===== config.mk =====
export PLATFORM = sky130hd
export DESIGN_NAME = periph_top
export DESIGN_NICKNAME = d
export VERILOG_FILES = /design/src/source/periph_pkg.sv /design/src/source/apb_decoder.sv /design/src/source/gpio_pads.sv /design/src/source/gpio_regs.sv /design/src/source/periph_top.sv /design/src/source/timer.sv
export SDC_FILE = /design/constraint.sdc
export NUM_CORES = 1
export LEC_CHECK = 0
export BUFFER_PORTS_ARGS = -buffer_cell sky130_fd_sc_hd__clkbuf_2
export CORE_ASPECT_RATIO = 1.4
export CORE_MARGIN = 2
export CORE_UTILIZATION = 48
export DETAILED_ROUTE_END_ITERATION = 10
export GPL_TIMING_DRIVEN = 1
export HOLD_SLACK_MARGIN = 0.12
export PLACE_DENSITY_LB_ADDON = 0.3
export SLEW_MARGIN = 20
export SYNTH_ARGS = -nofsm -noshare
export SYNTH_HDL_FRONTEND = slang
export SYNTH_SLANG_ARGS = --single-unit

===== constraint.sdc =====
create_clock -name clk -period 3.33 [get_ports clk]
set_input_delay 0.666 -clock clk [delete_from_list [all_inputs] [get_ports clk]]
set_output_delay 0.666 -clock clk [all_outputs]
set_load 0.005 [all_outputs]

===== src/source/periph_pkg.sv =====
package periph_pkg;

    // ------------------------------------------------------------------------
    // apb request and response
    // ------------------------------------------------------------------------
    typedef struct packed {
        logic        psel;
        logic        penable;
        logic        pwrite;
        logic [11:0] paddr;
        logic [31:0] pwdata;
    } apb_req_t;

    typedef struct packed {
        logic        pready;
        logic [31:0] prdata;
        logic        pslverr;
    } apb_rsp_t;

    // ------------------------------------------------------------------------
    // address map
    // ------------------------------------------------------------------------
    // region codes held in paddr[11:8]
    localparam logic [3:0] GPIO_BASE  = 4'h0;
    localparam logic [3:0] TIMER_BASE = 4'h1;

    // register offsets taken from paddr[3:0]
    typedef enum logic [3:0] {
        GPIO_CTRL = 4'h0,
        GPIO_DATA = 4'h4,
        GPIO_IN   = 4'h8
    } gpio_reg_e;

    typedef enum logic [3:0] {
        TIMER_CTRL  = 4'h0,
        TIMER_COUNT = 4'h4,
        TIMER_VALUE = 4'h8
    } timer_reg_e;

    // timer ctrl bits
    localparam int TIMER_EN_BIT  = 0;
    localparam int TIMER_IE_BIT  = 1;
    localparam int TIMER_PND_BIT = 2;

    // only PIN_OUTPUT drives the pad
    typedef enum logic [1:0] {
        PIN_INPUT  = 2'b00,
        PIN_OUTPUT = 2'b01,
        PIN_RSVD_A = 2'b10,
        PIN_RSVD_B = 2'b11
    } pin_mode_e;

endpackage


===== src/source/apb_decoder.sv =====
`timescale 1ns/1ps

module apb_decoder (
    input  periph_pkg::apb_req_t apb_i,
    output periph_pkg::apb_rsp_t apb_o,

    output periph_pkg::apb_req_t gpio_req_o,
    input  periph_pkg::apb_rsp_t gpio_rsp_i,

    output periph_pkg::apb_req_t timer_req_o,
    input  periph_pkg::apb_rsp_t timer_rsp_i
);
    import periph_pkg::*;

    logic [3:0] region;
    logic       hit_gpio;
    logic       hit_timer;

    assign region    = apb_i.paddr[11:8];
    assign hit_gpio  = (region == GPIO_BASE);
    assign hit_timer = (region == TIMER_BASE);

    // ------------------------------------------------------------------------
    // request fan-out
    // ------------------------------------------------------------------------
    // everything is copied, psel only reaches the addressed slave
    always_comb begin
        gpio_req_o       = apb_i;
        gpio_req_o.psel  = apb_i.psel & hit_gpio;
        timer_req_o      = apb_i;
        timer_req_o.psel = apb_i.psel & hit_timer;
    end

    // ------------------------------------------------------------------------
    // response mux
    // ------------------------------------------------------------------------
    always_comb begin
        apb_o        = '0;
        apb_o.pready = 1'b1;
        if (hit_gpio) begin
            apb_o = gpio_rsp_i;
        end else if (hit_timer) begin
            apb_o = timer_rsp_i;
        end else begin
            // unmapped region, answered here with zero data
            apb_o.pslverr = apb_i.psel & apb_i.penable;
        end
    end

endmodule


===== src/source/gpio_pads.sv =====
`timescale 1ns/1ps

module gpio_pads #(
    parameter int NUM_PINS = 16
) (
    input  logic                    clk,
    input  logic                    reset_i,

    input  logic [2*NUM_PINS-1:0]   mode_i,
    input  logic [NUM_PINS-1:0]     data_i,

    input  logic [NUM_PINS-1:0]     gpio_i,
    output logic [NUM_PINS-1:0]     gpio_o,
    output logic [NUM_PINS-1:0]     gpio_oe_o,
    output logic [NUM_PINS-1:0]     pin_sync_o
);
    import periph_pkg::*;

    logic [NUM_PINS-1:0] oe;
    logic [NUM_PINS-1:0] sync_q1;
    logic [NUM_PINS-1:0] sync_q2;

    // per-pin enable from the 2-bit mode field
    always_comb begin
        for (int n = 0; n < NUM_PINS; n++) begin
            oe[n] = (pin_mode_e'(mode_i[2*n +: 2]) == PIN_OUTPUT);
        end
    end

    assign gpio_oe_o = oe;
    assign gpio_o    = data_i & oe;

    // two-flop synchronizer for the pin inputs
    always_ff @(posedge clk) begin
        if (reset_i) begin
            sync_q1 <= '0;
            sync_q2 <= '0;
        end else begin
            sync_q1 <= gpio_i;
            sync_q2 <= sync_q1;
        end
    end

    assign pin_sync_o = sync_q2;

endmodule


===== src/source/gpio_regs.sv =====
`timescale 1ns/1ps

module gpio_regs #(
    parameter int NUM_PINS = 16
) (
    input  logic                    clk,
    input  logic                    reset_i,

    input  periph_pkg::apb_req_t    apb_i,
    output periph_pkg::apb_rsp_t    apb_o,

    output logic [2*NUM_PINS-1:0]   mode_o,
    output logic [NUM_PINS-1:0]     data_o,
    input  logic [NUM_PINS-1:0]     pin_sync_i
);
    import periph_pkg::*;

    localparam int MODE_W = 2 * NUM_PINS;

    logic [MODE_W-1:0]   mode_q;
    logic [NUM_PINS-1:0] data_q;

    gpio_reg_e   offset;
    logic        access;
    logic        addr_ok;
    logic        wr_en;
    logic [31:0] rdata;

    assign offset = gpio_reg_e'(apb_i.paddr[3:0]);
    assign access = apb_i.psel & apb_i.penable;
    assign wr_en  = access & apb_i.pwrite & addr_ok;

    // ------------------------------------------------------------------------
    // offset decode and read mux
    // ------------------------------------------------------------------------
    always_comb begin
        addr_ok = 1'b1;
        rdata   = '0;
        case (offset)
            GPIO_CTRL: rdata[MODE_W-1:0] = mode_q;
            GPIO_DATA: rdata[NUM_PINS-1:0] = data_q;
            GPIO_IN: begin
                rdata[NUM_PINS-1:0] = pin_sync_i;
                // input readback is read-only
                addr_ok = ~apb_i.pwrite;
            end
            default: addr_ok = 1'b0;
        endcase
    end

    always_comb begin
        apb_o.pready  = 1'b1;
        apb_o.prdata  = (access && !apb_i.pwrite && addr_ok) ? rdata : '0;
        apb_o.pslverr = access & ~addr_ok;
    end

    // ------------------------------------------------------------------------
    // registers
    // ------------------------------------------------------------------------
    always_ff @(posedge clk) begin
        if (reset_i) begin
            mode_q <= '0;
            data_q <= '0;
        end else if (wr_en) begin
            if (offset == GPIO_CTRL) begin
                mode_q <= apb_i.pwdata[MODE_W-1:0];
            end
            if (offset == GPIO_DATA) begin
                data_q <= apb_i.pwdata[NUM_PINS-1:0];
            end
        end
    end

    assign mode_o = mode_q;
    assign data_o = data_q;

endmodule


===== src/source/periph_top.sv =====
`timescale 1ns/1ps

module periph_top #(
    parameter int NUM_PINS = 16
) (
    input  logic                 clk,
    input  logic                 reset_i,

    input  periph_pkg::apb_req_t apb_i,
    output periph_pkg::apb_rsp_t apb_o,

    input  logic [NUM_PINS-1:0]  gpio_i,
    output logic [NUM_PINS-1:0]  gpio_o,
    output logic [NUM_PINS-1:0]  gpio_oe_o,

    output logic                 irq_o
);
    import periph_pkg::*;

    apb_req_t gpio_req;
    apb_rsp_t gpio_rsp;
    apb_req_t timer_req;
    apb_rsp_t timer_rsp;

    logic [2*NUM_PINS-1:0] gpio_mode;
    logic [NUM_PINS-1:0]   gpio_data;
    logic [NUM_PINS-1:0]   gpio_sync;

    // ------------------------------------------------------------------------
    // bus decode
    // ------------------------------------------------------------------------
    apb_decoder i_apb_decoder (
        .apb_i          ( apb_i         ),
        .apb_o          ( apb_o         ),
        .gpio_req_o     ( gpio_req      ),
        .gpio_rsp_i     ( gpio_rsp      ),
        .timer_req_o    ( timer_req     ),
        .timer_rsp_i    ( timer_rsp     )
    );

    // ------------------------------------------------------------------------
    // gpio
    // ------------------------------------------------------------------------
    gpio_regs #(
        .NUM_PINS       ( NUM_PINS      )
    ) i_gpio_regs (
        .clk            ( clk           ),
        .reset_i        ( reset_i       ),
        .apb_i          ( gpio_req      ),
        .apb_o          ( gpio_rsp      ),
        .mode_o         ( gpio_mode     ),
        .data_o         ( gpio_data     ),
        .pin_sync_i     ( gpio_sync     )
    );

    gpio_pads #(
        .NUM_PINS       ( NUM_PINS      )
    ) i_gpio_pads (
        .clk            ( clk           ),
        .reset_i        ( reset_i       ),
        .mode_i         ( gpio_mode     ),
        .data_i         ( gpio_data     ),
        .gpio_i         ( gpio_i        ),
        .gpio_o         ( gpio_o        ),
        .gpio_oe_o      ( gpio_oe_o     ),
        .pin_sync_o     ( gpio_sync     )
    );

    // timer
    timer i_timer (
        .clk            ( clk           ),
        .reset_i        ( reset_i       ),
        .apb_i          ( timer_req     ),
        .apb_o          ( timer_rsp     ),
        .irq_o          ( irq_o         )
    );

endmodule


===== src/source/timer.sv =====
`timescale 1ns/1ps

module timer (
    input  logic                 clk,
    input  logic                 reset_i,

    input  periph_pkg::apb_req_t apb_i,
    output periph_pkg::apb_rsp_t apb_o,

    output logic                 irq_o
);
    import periph_pkg::*;

    logic        en_q;
    logic        ie_q;
    logic        pending_q;
    logic [31:0] count_q;
    logic [31:0] value_q;

    timer_reg_e  offset;
    logic        access;
    logic        addr_ok;
    logic        wr_en;
    logic        match;
    logic [31:0] rdata;

    assign offset = timer_reg_e'(apb_i.paddr[3:0]);
    assign access = apb_i.psel & apb_i.penable;
    assign wr_en  = access & apb_i.pwrite & addr_ok;

    // a compare value of zero never fires
    assign match = en_q && (value_q != '0) && (count_q == value_q);

    // ------------------------------------------------------------------------
    // apb read side
    // ------------------------------------------------------------------------
    always_comb begin
        addr_ok = 1'b1;
        rdata   = '0;
        case (offset)
            TIMER_CTRL:  rdata[2:0] = {pending_q, ie_q, en_q};
            TIMER_COUNT: rdata = count_q;
            TIMER_VALUE: rdata = value_q;
            default:     addr_ok = 1'b0;
        endcase
    end

    always_comb begin
        apb_o.pready  = 1'b1;
        apb_o.prdata  = (access && !apb_i.pwrite && addr_ok) ? rdata : '0;
        apb_o.pslverr = access & ~addr_ok;
    end

    // ------------------------------------------------------------------------
    // counter
    // ------------------------------------------------------------------------
    always_ff @(posedge clk) begin
        if (reset_i) begin
            count_q <= '0;
        end else if (wr_en && offset == TIMER_COUNT) begin
            count_q <= apb_i.pwdata;
        end else if (match) begin
            count_q <= '0;
        end else if (en_q) begin
            count_q <= count_q + 32'd1;
        end
    end

    // ctrl, compare value and sticky pending
    always_ff @(posedge clk) begin
        if (reset_i) begin
            en_q      <= 1'b0;
            ie_q      <= 1'b0;
            pending_q <= 1'b0;
            value_q   <= '0;
        end else begin
            if (wr_en && offset == TIMER_CTRL) begin
                en_q <= apb_i.pwdata[TIMER_EN_BIT];
                ie_q <= apb_i.pwdata[TIMER_IE_BIT];
            end
            if (wr_en && offset == TIMER_VALUE) begin
                value_q <= apb_i.pwdata;
            end
            // a new hit takes priority over a clear in the same cycle
            if (match) begin
                pending_q <= 1'b1;
            end else if (wr_en && offset == TIMER_CTRL && apb_i.pwdata[TIMER_PND_BIT]) begin
                pending_q <= 1'b0;
            end
        end
    end

    assign irq_o = pending_q & ie_q;

endmodule


==> results of run 1 <==
==> report_power, final <==
group	internal [µW]	switching (µW)
sequential	1780	4.28
clock	1100	732
combinational	56.4	99.9
==> cell families after synthesis <==
| kind of cell | count (synthesis) | synth area share [%] |
|---|---|---|
| AND/OR/NAND/NOR | 437 | 27.7 |
| multiplexers | 38 | 5.11 |
| other | 1 | 0.0502 |
| XOR/XNOR | 55 | 6.45 |
| buffers and inverters | 81 | 5.54 |
| adder cells (fa/ha/maj) | 1 | 0.167 |
| AO/OA/AOI/OAI | 195 | 15.6 |
| flip-flops | 147 | 39.4 |
==> worst reg2reg max path: cells and delay by family, from the launching register on <==
family                     cells  cell delay [ps]
adders and majority gates      1              190
buffers and inverters          1              190
and+or+nand+nor                4             1230
xor gates and xnor gates       1              190
AOI/OAI and AO/OA              1              150
DFF                            1              460
==> state kept, by name, indices dropped and copies added, names as in the netlist <==
name	count
i_timer.en_q	1
i_gpio_regs.mode_o	32
i_gpio_pads.pin_sync_o	16
i_timer.count_q	32
i_gpio_regs.data_o	16
i_timer.pending_q	1
i_gpio_pads.sync_q1	16
i_timer.value_q	32
i_timer.ie_q	1
==> timing repair <==
item / CTS / global route
setup buffers: 0 / 0
resized for setup: 0 / 1
hold buffers: 0 / 0
setup endpoints to repair: 0 / 16
==> synth_stat cells (all sizes together) <==
cell type	number
a2111oi	1
a21o	1
a21oi	112
a22oi	30
a31o	2
a31oi	3
a32oi	6
a41oi	1
and2	21
and3	7
and4	5
buf	21
clkbuf	55
conb	1
dfxtp	147
ha	1
inv	5
mux2	1
mux2i	37
nand2	188
nand2b	1
nand3	38
nand4	19
nor2	71
nor2b	49
nor3	13
nor3b	1
nor4	19
nor4b	1
o2111a	1
o2111ai	2
o211ai	2
o21ai	18
o22a	13
o22ai	3
or2	2
or3	1
or4	1
xnor2	18
xor2	37
==> final cells by class <==
cell class | instances | area [µm²] | share of cell area [%]
multi-input combinational | 727 | 4130 | 46.9
timing repair buffer | 158 | 911 | 10.3
clock inverter | 8 | 77.6 | 0.880
clock buffer | 23 | 488 | 5.54
sequential | 147 | 2940 | 33.4
inverter | 5 | 18.8 | 0.213
tap | 196 | 245 | 2.78
==> per-stage QoR <==
| stage | total power [µW] | cell area, µm² | setup WS [ps] |
|---|---|---|---|
| 4_1_cts | 3790 | 8810 | 274 |
| 5_1_grt | 3880 | 8810 | 59.7 |
| 6_report | 3770 | 8810 | 335 |
| 3_3_place_gp | 1970 | 8250 | 339 |
| 3_5_place_dp | 1970 | 8250 | 290 |
| 2_1_floorplan | 1890 | 7470 | 506 |
==> final timing paths <==
kind | to | slack (ps) | cells past startpoint
worst min-delay path | i_gpio_pads.pin_sync_o[4] | 430 | 1
worst min register to register | i_gpio_pads.pin_sync_o[4] | 430 | 1
worst max-delay path | apb_o[28] | 340 | 8
worst max register to register | i_timer.count_q[28] | 860 | 8
==> layer usage <==
layer,wire length (µm),share of wire (%)
met5,15,0.066
met3,1230,5.4
met4,854,3.8
met2,11600,51
met1,8890,39
==> results.sh, run 1 <==
export IMPL_status="finished clean"
export IMPL_die_area_um2=16600
export IMPL_vias=7128
export IMPL_ys_seq_area_share_pct=39.4
export IMPL_hp_class="flip-flop to flip-flop"
export IMPL_start_kind="primary input"
export IMPL_setup_viol=0
export IMPL_final_net_count=1122
export IMPL_syn_num_nets=1021
export IMPL_power_density_nw_per_um2=428
export IMPL_fin_cells=1264
export IMPL_clk_latency_ps=420
export IMPL_p_leak_uw=0.00359
export IMPL_dr_pass1_iters=5
export IMPL_syn_avg_cell_area_um2=7.83
export IMPL_fin_hold_ws_ps=434
export IMPL_final_cell_mix="nand2_1, dfxtp_1, clkbuf_2"
export IMPL_grt_met1_usage_pct=32.7
export IMPL_cts_max_level=4
export IMPL_startpoint="apb_i[41]"
export IMPL_drtIter0Drc=499
export IMPL_met3_usage_pct=5.09
export IMPL_placement_rows=54
export IMPL_slowest_delay_ps=470
export IMPL_post_drt_via_cell_ratio=5.64
export IMPL_ys_seq_elements=147
export IMPL_crit_fanout=19
export IMPL_worst_pin_slew_ps=652
export IMPL_top_usage_layer="met2"
export IMPL_netlist_area_leader_share_pct=39.4
export IMPL_path_class="primary input to output pin"
export IMPL_r2r_start="i_timer.count_q[0]"
export IMPL_postSynthCellCount=955
export IMPL_netlist_area_um2=7470
export IMPL_max_freq_mhz=334
export IMPL_hold_start="i_gpio_pads.sync_q1[4]"
export IMPL_dpl_hpwl_um=16200
export IMPL_antenna_found_initial=1
export IMPL_diodes=0
export IMPL_die_h_um=152
export IMPL_crit_buf_inv=3
export IMPL_place_congestion=0.990
export IMPL_overflow=0
export IMPL_fin_util_pct=57.2
export IMPL_cap_violations=0
export IMPL_cpMaxStageDelayCell="a2111oi_1"
export IMPL_grt_usage_pct=27.9
export IMPL_clock_path_buffers=2
export IMPL_drc=0
export IMPL_crit_arrival_ps=2330
export IMPL_grt_max_degree=61
export IMPL_cp_cell_sequence="clkbuf_2 > nor3_1 > nand2_1 > a2111oi_1 > nand2b_1 > buf_4 > o21ai_0 > clkbuf_2"
export IMPL_dieWidth_um=109
export IMPL_routed_wl_um=22600
export IMPL_cts_root_buf="clkbuf_16"
export IMPL_final_common_cell="nand2_1"
export IMPL_finClkSkew_ps=7.93
export IMPL_hold_violations=0
export IMPL_netlist_top_cells_area="dfxtp_1, nand2_1, a21oi_1, mux2i_1, xor2_1"
export IMPL_relSlewSlack_pct=56.2
export IMPL_wl_per_cell_um=17.9
export IMPL_ioPinCount=132
export IMPL_grt_pass1_vias=6883
export IMPL_fill_cells=1459
export IMPL_cp_required_ps=2660
export IMPL_dp_cells=1233
export IMPL_fin_crit_ps=2990
export IMPL_ir_drop_mv=0.309
export IMPL_crit_top_cell="clkbuf_2"
export IMPL_path_delay_family="compound AO/OA/AOI/OAI gates"
export IMPL_yosysTopAreaCell="dfxtp_1"
export IMPL_detail_route_antenna_nets=0
export IMPL_core_area_um2=15400
export IMPL_drive_gt1_share_pct=18.5
export IMPL_cts_reportedPaths_clkPinSlew_ps=60
export IMPL_port_buffers=126
export IMPL_syn_to_final_growth_pct=17.9
export IMPL_yosys_warnings=0
export IMPL_cts_tree="built"
export IMPL_fin_crit_sh_pct=89.9
export IMPL_initial_core_util_pct=48.5
export IMPL_end_kind="output pin"
export IMPL_grt_use_met2_pct=48.4
export IMPL_fin_setup_tns_ps=0
export IMPL_cts_sinks=147
export IMPL_synth_cell_types=52
export IMPL_rsz0062_at_grt="false"
export IMPL_drv_slew=0
export IMPL_grt_pass1_wl_um=35800
export IMPL_cts_made_buffers=17
Note: power is estimated with default switching activity, not from simulation.
==> run 2: changes to the inputs <==
--- a/config.mk
+++ b/config.mk
@@ -5,6 +5,7 @@
 export SDC_FILE = /design/constraint.sdc
 export NUM_CORES = 1
 export LEC_CHECK = 0
+export ABC_AREA = 1
 export BUFFER_PORTS_ARGS = -buffer_cell sky130_fd_sc_hd__clkbuf_2
 export CORE_ASPECT_RATIO = 1.4
 export CORE_MARGIN = 2
==> run 2 against run 1 <==
Die area is 12% higher. Highest routed layer is now met4. Register-to-register slack gained 340 ps. Clock skew up 3.5 ps. Sequential power about the same. Combinational power up 8%. Sequential share of layout area fell by 3.4 points. Via count up 28%. Core utilization is 0.16 points lower. Synthesized cell count up 40%.
==> results.sh, run 2 <==
export IMPL_port_buffers=126
export IMPL_cell_internal_pwr_uw=2900
export IMPL_cap_violations=0
export IMPL_synth_common_cells="nand2_1, inv_1, dfxtp_1, o21ai_0, a21oi_1"
export IMPL_rr_worst_depth=9
export IMPL_cpMaxStageDelayCell="o221ai_1"
export IMPL_grt_pass1_wl_um=44500
export IMPL_slowest_delay_ps=360
export IMPL_p_leak_uw=0.00420
export IMPL_cp_cell_sequence="clkbuf_2 > nor2_4 > nand2_2 > o21ai_1 > nand2_1 > nor2_2 > nand2_2 > o221ai_1 > clkbuf_2"
export IMPL_final_cell_mix="nand2_1, inv_1, dfxtp_1"
export IMPL_placement_rows=57
export IMPL_hp_class="flip-flop to flip-flop"
export IMPL_clock_path_buffers=2
export IMPL_final_common_cell="nand2_1"
export IMPL_die_h_um=160
export IMPL_seqPwrFrac_pct=45.7
export IMPL_worst_pin_slew_ps=703
export IMPL_syn_to_final_growth_pct=17.2
export IMPL_place_area_um2=9220
export IMPL_die_area_um2=18500
export IMPL_end_kind="output pin"
export IMPL_grt_usage_pct=31.3
export IMPL_cp_required_ps=2660
export IMPL_routed_wl_um=28500
export IMPL_cts_max_level=4
export IMPL_start_kind="primary input"
export IMPL_final_area_um2=9810
export IMPL_comb_power_share_pct=4.3
export IMPL_fin_setup_tns_ps=0
export IMPL_synth_ff_type="dfxtp_1"
export IMPL_fin_crit_sh_pct=86.9
export IMPL_final_net_count=1503
export IMPL_drtIter0Drc=792
export IMPL_cts_tree="built"
export IMPL_detail_route_antenna_nets=0
export IMPL_status="finished clean"
export IMPL_postSynthCellCount=1333
export IMPL_cts_repair_resized=0
export IMPL_holdPathStages=2
export IMPL_yosys_warnings=0
export IMPL_hold_violations=0
export IMPL_wl_per_cell_um=16.9
export IMPL_drv_slew=0
export IMPL_yosysTopAreaCell="dfxtp_1"
export IMPL_netlist_top_cells_area="dfxtp_1, nand2_1, inv_1, o21ai_0, a21oi_1"
export IMPL_core_area_um2=17200
export IMPL_diodes=0
export IMPL_netlist_area_um2=8370
export IMPL_max_freq_mhz=346
export IMPL_vias=9144
export IMPL_dr_pass1_iters=5
export IMPL_ys_seq_area_share_pct=35.2
export IMPL_r2r_start="i_timer.count_q[8]"
export IMPL_cts_made_buffers=17
export IMPL_grt_max_degree=65
export IMPL_swShare_pct=25.6
export IMPL_setup_viol=0
export IMPL_yosysMostFrequentCell="nand2_1"
export IMPL_ioPinCount=132
export IMPL_cts_root_buf="clkbuf_16"
export IMPL_ys_seq_elements=147
export IMPL_rsz0062_at_grt="false"
export IMPL_initial_core_util_pct=48.7
export IMPL_post_drt_via_cell_ratio=5.42
export IMPL_p_clk_share_pct=50.0
export IMPL_dieWidth_um=116
export IMPL_ir_drop_mv=0.486
export IMPL_reg2reg_setup_slack_ps=1200
export IMPL_clk_latency_ps=440
export IMPL_synth_cell_types=39
export IMPL_timing_rr_end="i_timer.count_q[27]"
export IMPL_finClkSkew_ps=11.4
export IMPL_crit_fanout=19
export IMPL_hold_buffers=0
export IMPL_fin_crit_ps=2890
export IMPL_fin_hold_ws_ps=402
export IMPL_power_density_nw_per_um2=397
export IMPL_crit_arrival_ps=2230
export IMPL_relSlewSlack_pct=53.1
export IMPL_dpl_hpwl_um=21300
export IMPL_async_flop_share_pct=0
export IMPL_syn_num_nets=1399
export IMPL_drc=0
export IMPL_syn_avg_cell_area_um2=6.28
export IMPL_cts_setup_buffers=0
export IMPL_synth_edf_count=0
export IMPL_path_class="primary input to output pin"
export IMPL_grt_pass1_vias=8626
export IMPL_place_congestion=1.07
export IMPL_cts_reportedPaths_clkPinSlew_ps=70
export IMPL_overflow=0
export IMPL_netlist_area_leader_share_pct=35.2
export IMPL_cts_sinks=147
export IMPL_startpoint="apb_i[33]"
export IMPL_antenna_found_initial=0
export IMPL_p_sw_uw=996
export IMPL_worstSetupEndpoint="apb_o[2]"
export IMPL_drive_gt1_share_pct=14.6
==> run 2: changes by cell type after synthesis, moves of 27 or more <==
cell,delta
mux2i_1,-37
nor2b_1,-49
o22ai_1,+27
a22oi_1,-30
nand2_1,+110
inv_1,+196
xor2_1,-27
o21ai_0,+128
nor2_1,+59
==> run 2: kinds of logic after synthesis <==
logic type / Yosys count / share of synthesized area [%]
and+or+nand+nor: 571 / 29.5
AOI/OAI and AO/OA: 330 / 21.0
xor gates and xnor gates: 16 / 1.68
other: 1 / 0.0448
adders and majority gates: 1 / 0.150
buffers and inverters: 267 / 12.4
DFF: 147 / 35.2
==> run 2: worst min-delay path by stage <==
stage | startpoint | to
final | i_gpio_pads.sync_q1[2] | i_gpio_pads.pin_sync_o[2]
after global routing | gpio_i[1] | i_gpio_pads.sync_q1[1]
after CTS | i_gpio_pads.sync_q1[3] | i_gpio_pads.pin_sync_o[3]
after detailed placement | i_gpio_pads.sync_q1[2] | i_gpio_pads.pin_sync_o[2]
after global placement | i_gpio_pads.sync_q1[5] | i_gpio_pads.pin_sync_o[5]
after floorplan | i_gpio_pads.sync_q1[0] | i_gpio_pads.pin_sync_o[0]
==> run 2: metrics by stage <==
step | utilization, % | instances | setup slack (ps) | total power (µW)
floorplan | - | 1333 | 932 | 1900
global placement | 53.6 | 1654 | 471 | 1980
detailed placement | 53.6 | 1654 | 439 | 1990
CTS | 57.1 | 1686 | 433 | 3910
global route | 57.1 | 1686 | 293 | 4000
finish | 57.1 | 1686 | 436 | 3900
==> run 2: area by class of cell <==
class | instances | area (µm²)
inverter | 206 | 773
tap | 236 | 295
multi-input combinational | 919 | 4390
sequential | 147 | 2940
clock buffer | 18 | 429
fill | 1723 | 7380
clock inverter | 14 | 163
timing repair buffer | 146 | 818
==> run 2: critical path, delay by kind of cell <==
kind / cells / cell delay [ps]
simple gates: 5 / 810
compound gates: 2 / 500
buf+inv: 2 / 270
==> run 2: power groups by stage <==
stage,registers [µW],clock network (µW),logic (µW)
finish,1780,1950,169
global route,1780,2040,186
floorplan,1820,0,80.2
CTS,1780,1960,166
detailed placement,1820,0,165
global placement,1820,0,164
==> run 2: layer usage <==
layer,global-route usage [%],wire (µm),vias up
li1,-,-,4498
met1,38.1,11200,4155
met2,51.6,13700,396
met3,4.67,1940,95
met4,18.1,1680,0
met5,0,0,-
==> run 3: changes to the inputs <==
--- a/config.mk
+++ b/config.mk
@@ -7,6 +7,7 @@
 export LEC_CHECK = 0
 export ABC_AREA = 1
 export BUFFER_PORTS_ARGS = -buffer_cell sky130_fd_sc_hd__clkbuf_2
+export CAP_MARGIN = 20
 export CORE_ASPECT_RATIO = 1.4
 export CORE_MARGIN = 2
 export CORE_UTILIZATION = 48
==> constraint.sdc (replaced) <==
create_clock -name clk -period 2.8 [get_ports clk]
set_input_delay 0.56 -clock clk [delete_from_list [all_inputs] [get_ports clk]]
set_output_delay 0.56 -clock clk [all_outputs]
set_load 0.005 [all_outputs]
==> run 3 against run 2 <==
Sequential power up 19%. Register-to-register slack got worse by 430 ps. Design area rose by 0.36%. Critical path depth unchanged. Worst setup slack worse by 240 ps. Clock skew is 6.1 ps lower. Sequential cell count unchanged. Combinational power increased by 20%.
==> results.sh, run 3 (same netlist as run 2, synthesis figures left out) <==
export IMPL_grt_pass1_wl_um=44400
export IMPL_r2r_start="i_timer.count_q[1]"
export IMPL_die_h_um=160
export IMPL_startpoint="apb_i[33]"
export IMPL_placement_rows=57
export IMPL_post_drt_via_cell_ratio=5.46
export IMPL_crit_arrival_ps=2050
export IMPL_detail_route_antenna_nets=0
export IMPL_grt_max_degree=115
export IMPL_fin_crit_ps=2610
export IMPL_die_area_um2=18500
export IMPL_max_freq_mhz=384
export IMPL_hp_class="primary input to flip-flop"
export IMPL_drtIter0Drc=878
export IMPL_hold_buffers=0
export IMPL_place_congestion=1.04
export IMPL_ioPinCount=132
export IMPL_p_leak_uw=0.00423
export IMPL_cp_required_ps=2240
export IMPL_wl_met1_um=11200
export IMPL_dr_pass1_iters=7
export IMPL_drive_gt1_share_pct=14.8
export IMPL_end_kind="output pin"
export IMPL_dpl_hpwl_um=21000
export IMPL_syn_to_final_growth_pct=17.6
export IMPL_top_layer_used="met4"
export IMPL_hold_violations=0
export IMPL_crit_top_cell="clkbuf_2"
export IMPL_fin_crit_sh_pct=93.1
export IMPL_finClkSkew_ps=5.36
export IMPL_cts_root_buf="clkbuf_16"
export IMPL_cts_reportedPaths_clkPinSlew_ps=60
export IMPL_dieWidth_um=116
export IMPL_clk_latency_ps=440
export IMPL_cts_max_level=4
export IMPL_power_density_nw_per_um2=466
export IMPL_fin_setup_tns_ps=0
export IMPL_fin_util_pct=57.3
export IMPL_status="finished clean"
export IMPL_relSlewSlack_pct=60.0
export IMPL_routed_wl_um=28300
export IMPL_final_cell_mix="nand2_1, inv_1, dfxtp_1"
export IMPL_antenna_found_initial=0
export IMPL_rsz0062_at_grt="false"
export IMPL_final_common_cell="nand2_1"
export IMPL_slowest_delay_ps=330
export IMPL_final_net_count=1507
export IMPL_start_kind="primary input"
export IMPL_initial_core_util_pct=48.7
export IMPL_grt_usage_pct=30.9
export IMPL_clock_path_buffers=2
export IMPL_setup_viol=0
export IMPL_cts_made_buffers=17
export IMPL_drv_slew=0
export IMPL_vias=9239
export IMPL_cts_sinks=147
export IMPL_ir_drop_mv=0.423
export IMPL_hold_start="gpio_i[7]"
export IMPL_cp_cell_sequence="clkbuf_2 > nor2_4 > nand2_2 > o21ai_1 > nand2_1 > nor2_2 > nand2_4 > o221ai_1 > clkbuf_2"
export IMPL_cap_violations=0
export IMPL_cts_tree="built"
export IMPL_grt_pass1_vias=8628
export IMPL_met2_length_um=13500
export IMPL_port_buffers=126
export IMPL_path_class="primary input to output pin"
export IMPL_wl_per_cell_um=16.7
export IMPL_core_area_um2=17200
export IMPL_met3_length_um=1900
export IMPL_cpMaxStageDelayCell="o221ai_1"
export IMPL_crit_fanout=19
export IMPL_worst_pin_slew_ps=600
export IMPL_drc=0
export IMPL_overflow=0
==> run 3: layout make-up <==
| cell class | count | area [µm²] |
|---|---|---|
| timing repair buffer | 150 | 861 |
| clock inverter | 14 | 145 |
| antenna | 1 | 2.50 |
| sequential | 147 | 2940 |
| fill | 1713 | 7350 |
| inverter | 206 | 776 |
| tap | 236 | 295 |
| clock buffer | 18 | 429 |
| multi-input combinational | 919 | 4390 |
==> run 3: metal layers <==
| metal | vias to the layer above | track usage [%] |
|---|---|---|
| met5 | - | 0 |
| met4 | 0 | 19.2 |
| met3 | 107 | 5.28 |
| met2 | 432 | 49.8 |
| met1 | 4184 | 37.6 |
| li1 | 4516 | - |
==> run 3: metrics by stage <==
step | total power [µW] | worst slack [ps] | cell area, µm² | cells | hold WS, ps
2_1_floorplan | 2260 | 614 | 8370 | 1333 | 388
3_3_place_gp | 2360 | 129 | 9260 | 1658 | 389
3_5_place_dp | 2360 | 112 | 9260 | 1658 | 393
4_1_cts | 4590 | 113 | 9830 | 1690 | 298
5_1_grt | 4710 | 79.1 | 9840 | 1690 | 306
6_report | 4580 | 193 | 9840 | 1691 | 303
==> run 3: path summary, 6_finish.rpt <==
path	endpoint	slack [ps]	cells past startpoint
min reg2reg	i_gpio_pads.pin_sync_o[3]	400	2
max	apb_o[2]	190	9
max reg2reg	i_timer.count_q[18]	770	10
min	i_gpio_pads.sync_q1[7]	300	3
==> run 3: where the power goes <==
part           internal [µW]  switching [µW]  leakage, µW  total [µW]
sequential              2110            5.87      0.00119        2120
combinational           67.4             135      0.00276         203
clock                   1250            1010     0.000278        2260
==> run 3: timing repair <==
action,4_1_cts,5_1_grt
resized for setup,0,4
buffers inserted,0,0
setup endpoints to repair,0,3
==> run 3: critical path: cells and delay by family <==
family                 cells  cell delay [ps]
AOI/OAI and AO/OA          2              430
buffers and inverters      2              270
and+or+nand+nor            5              770
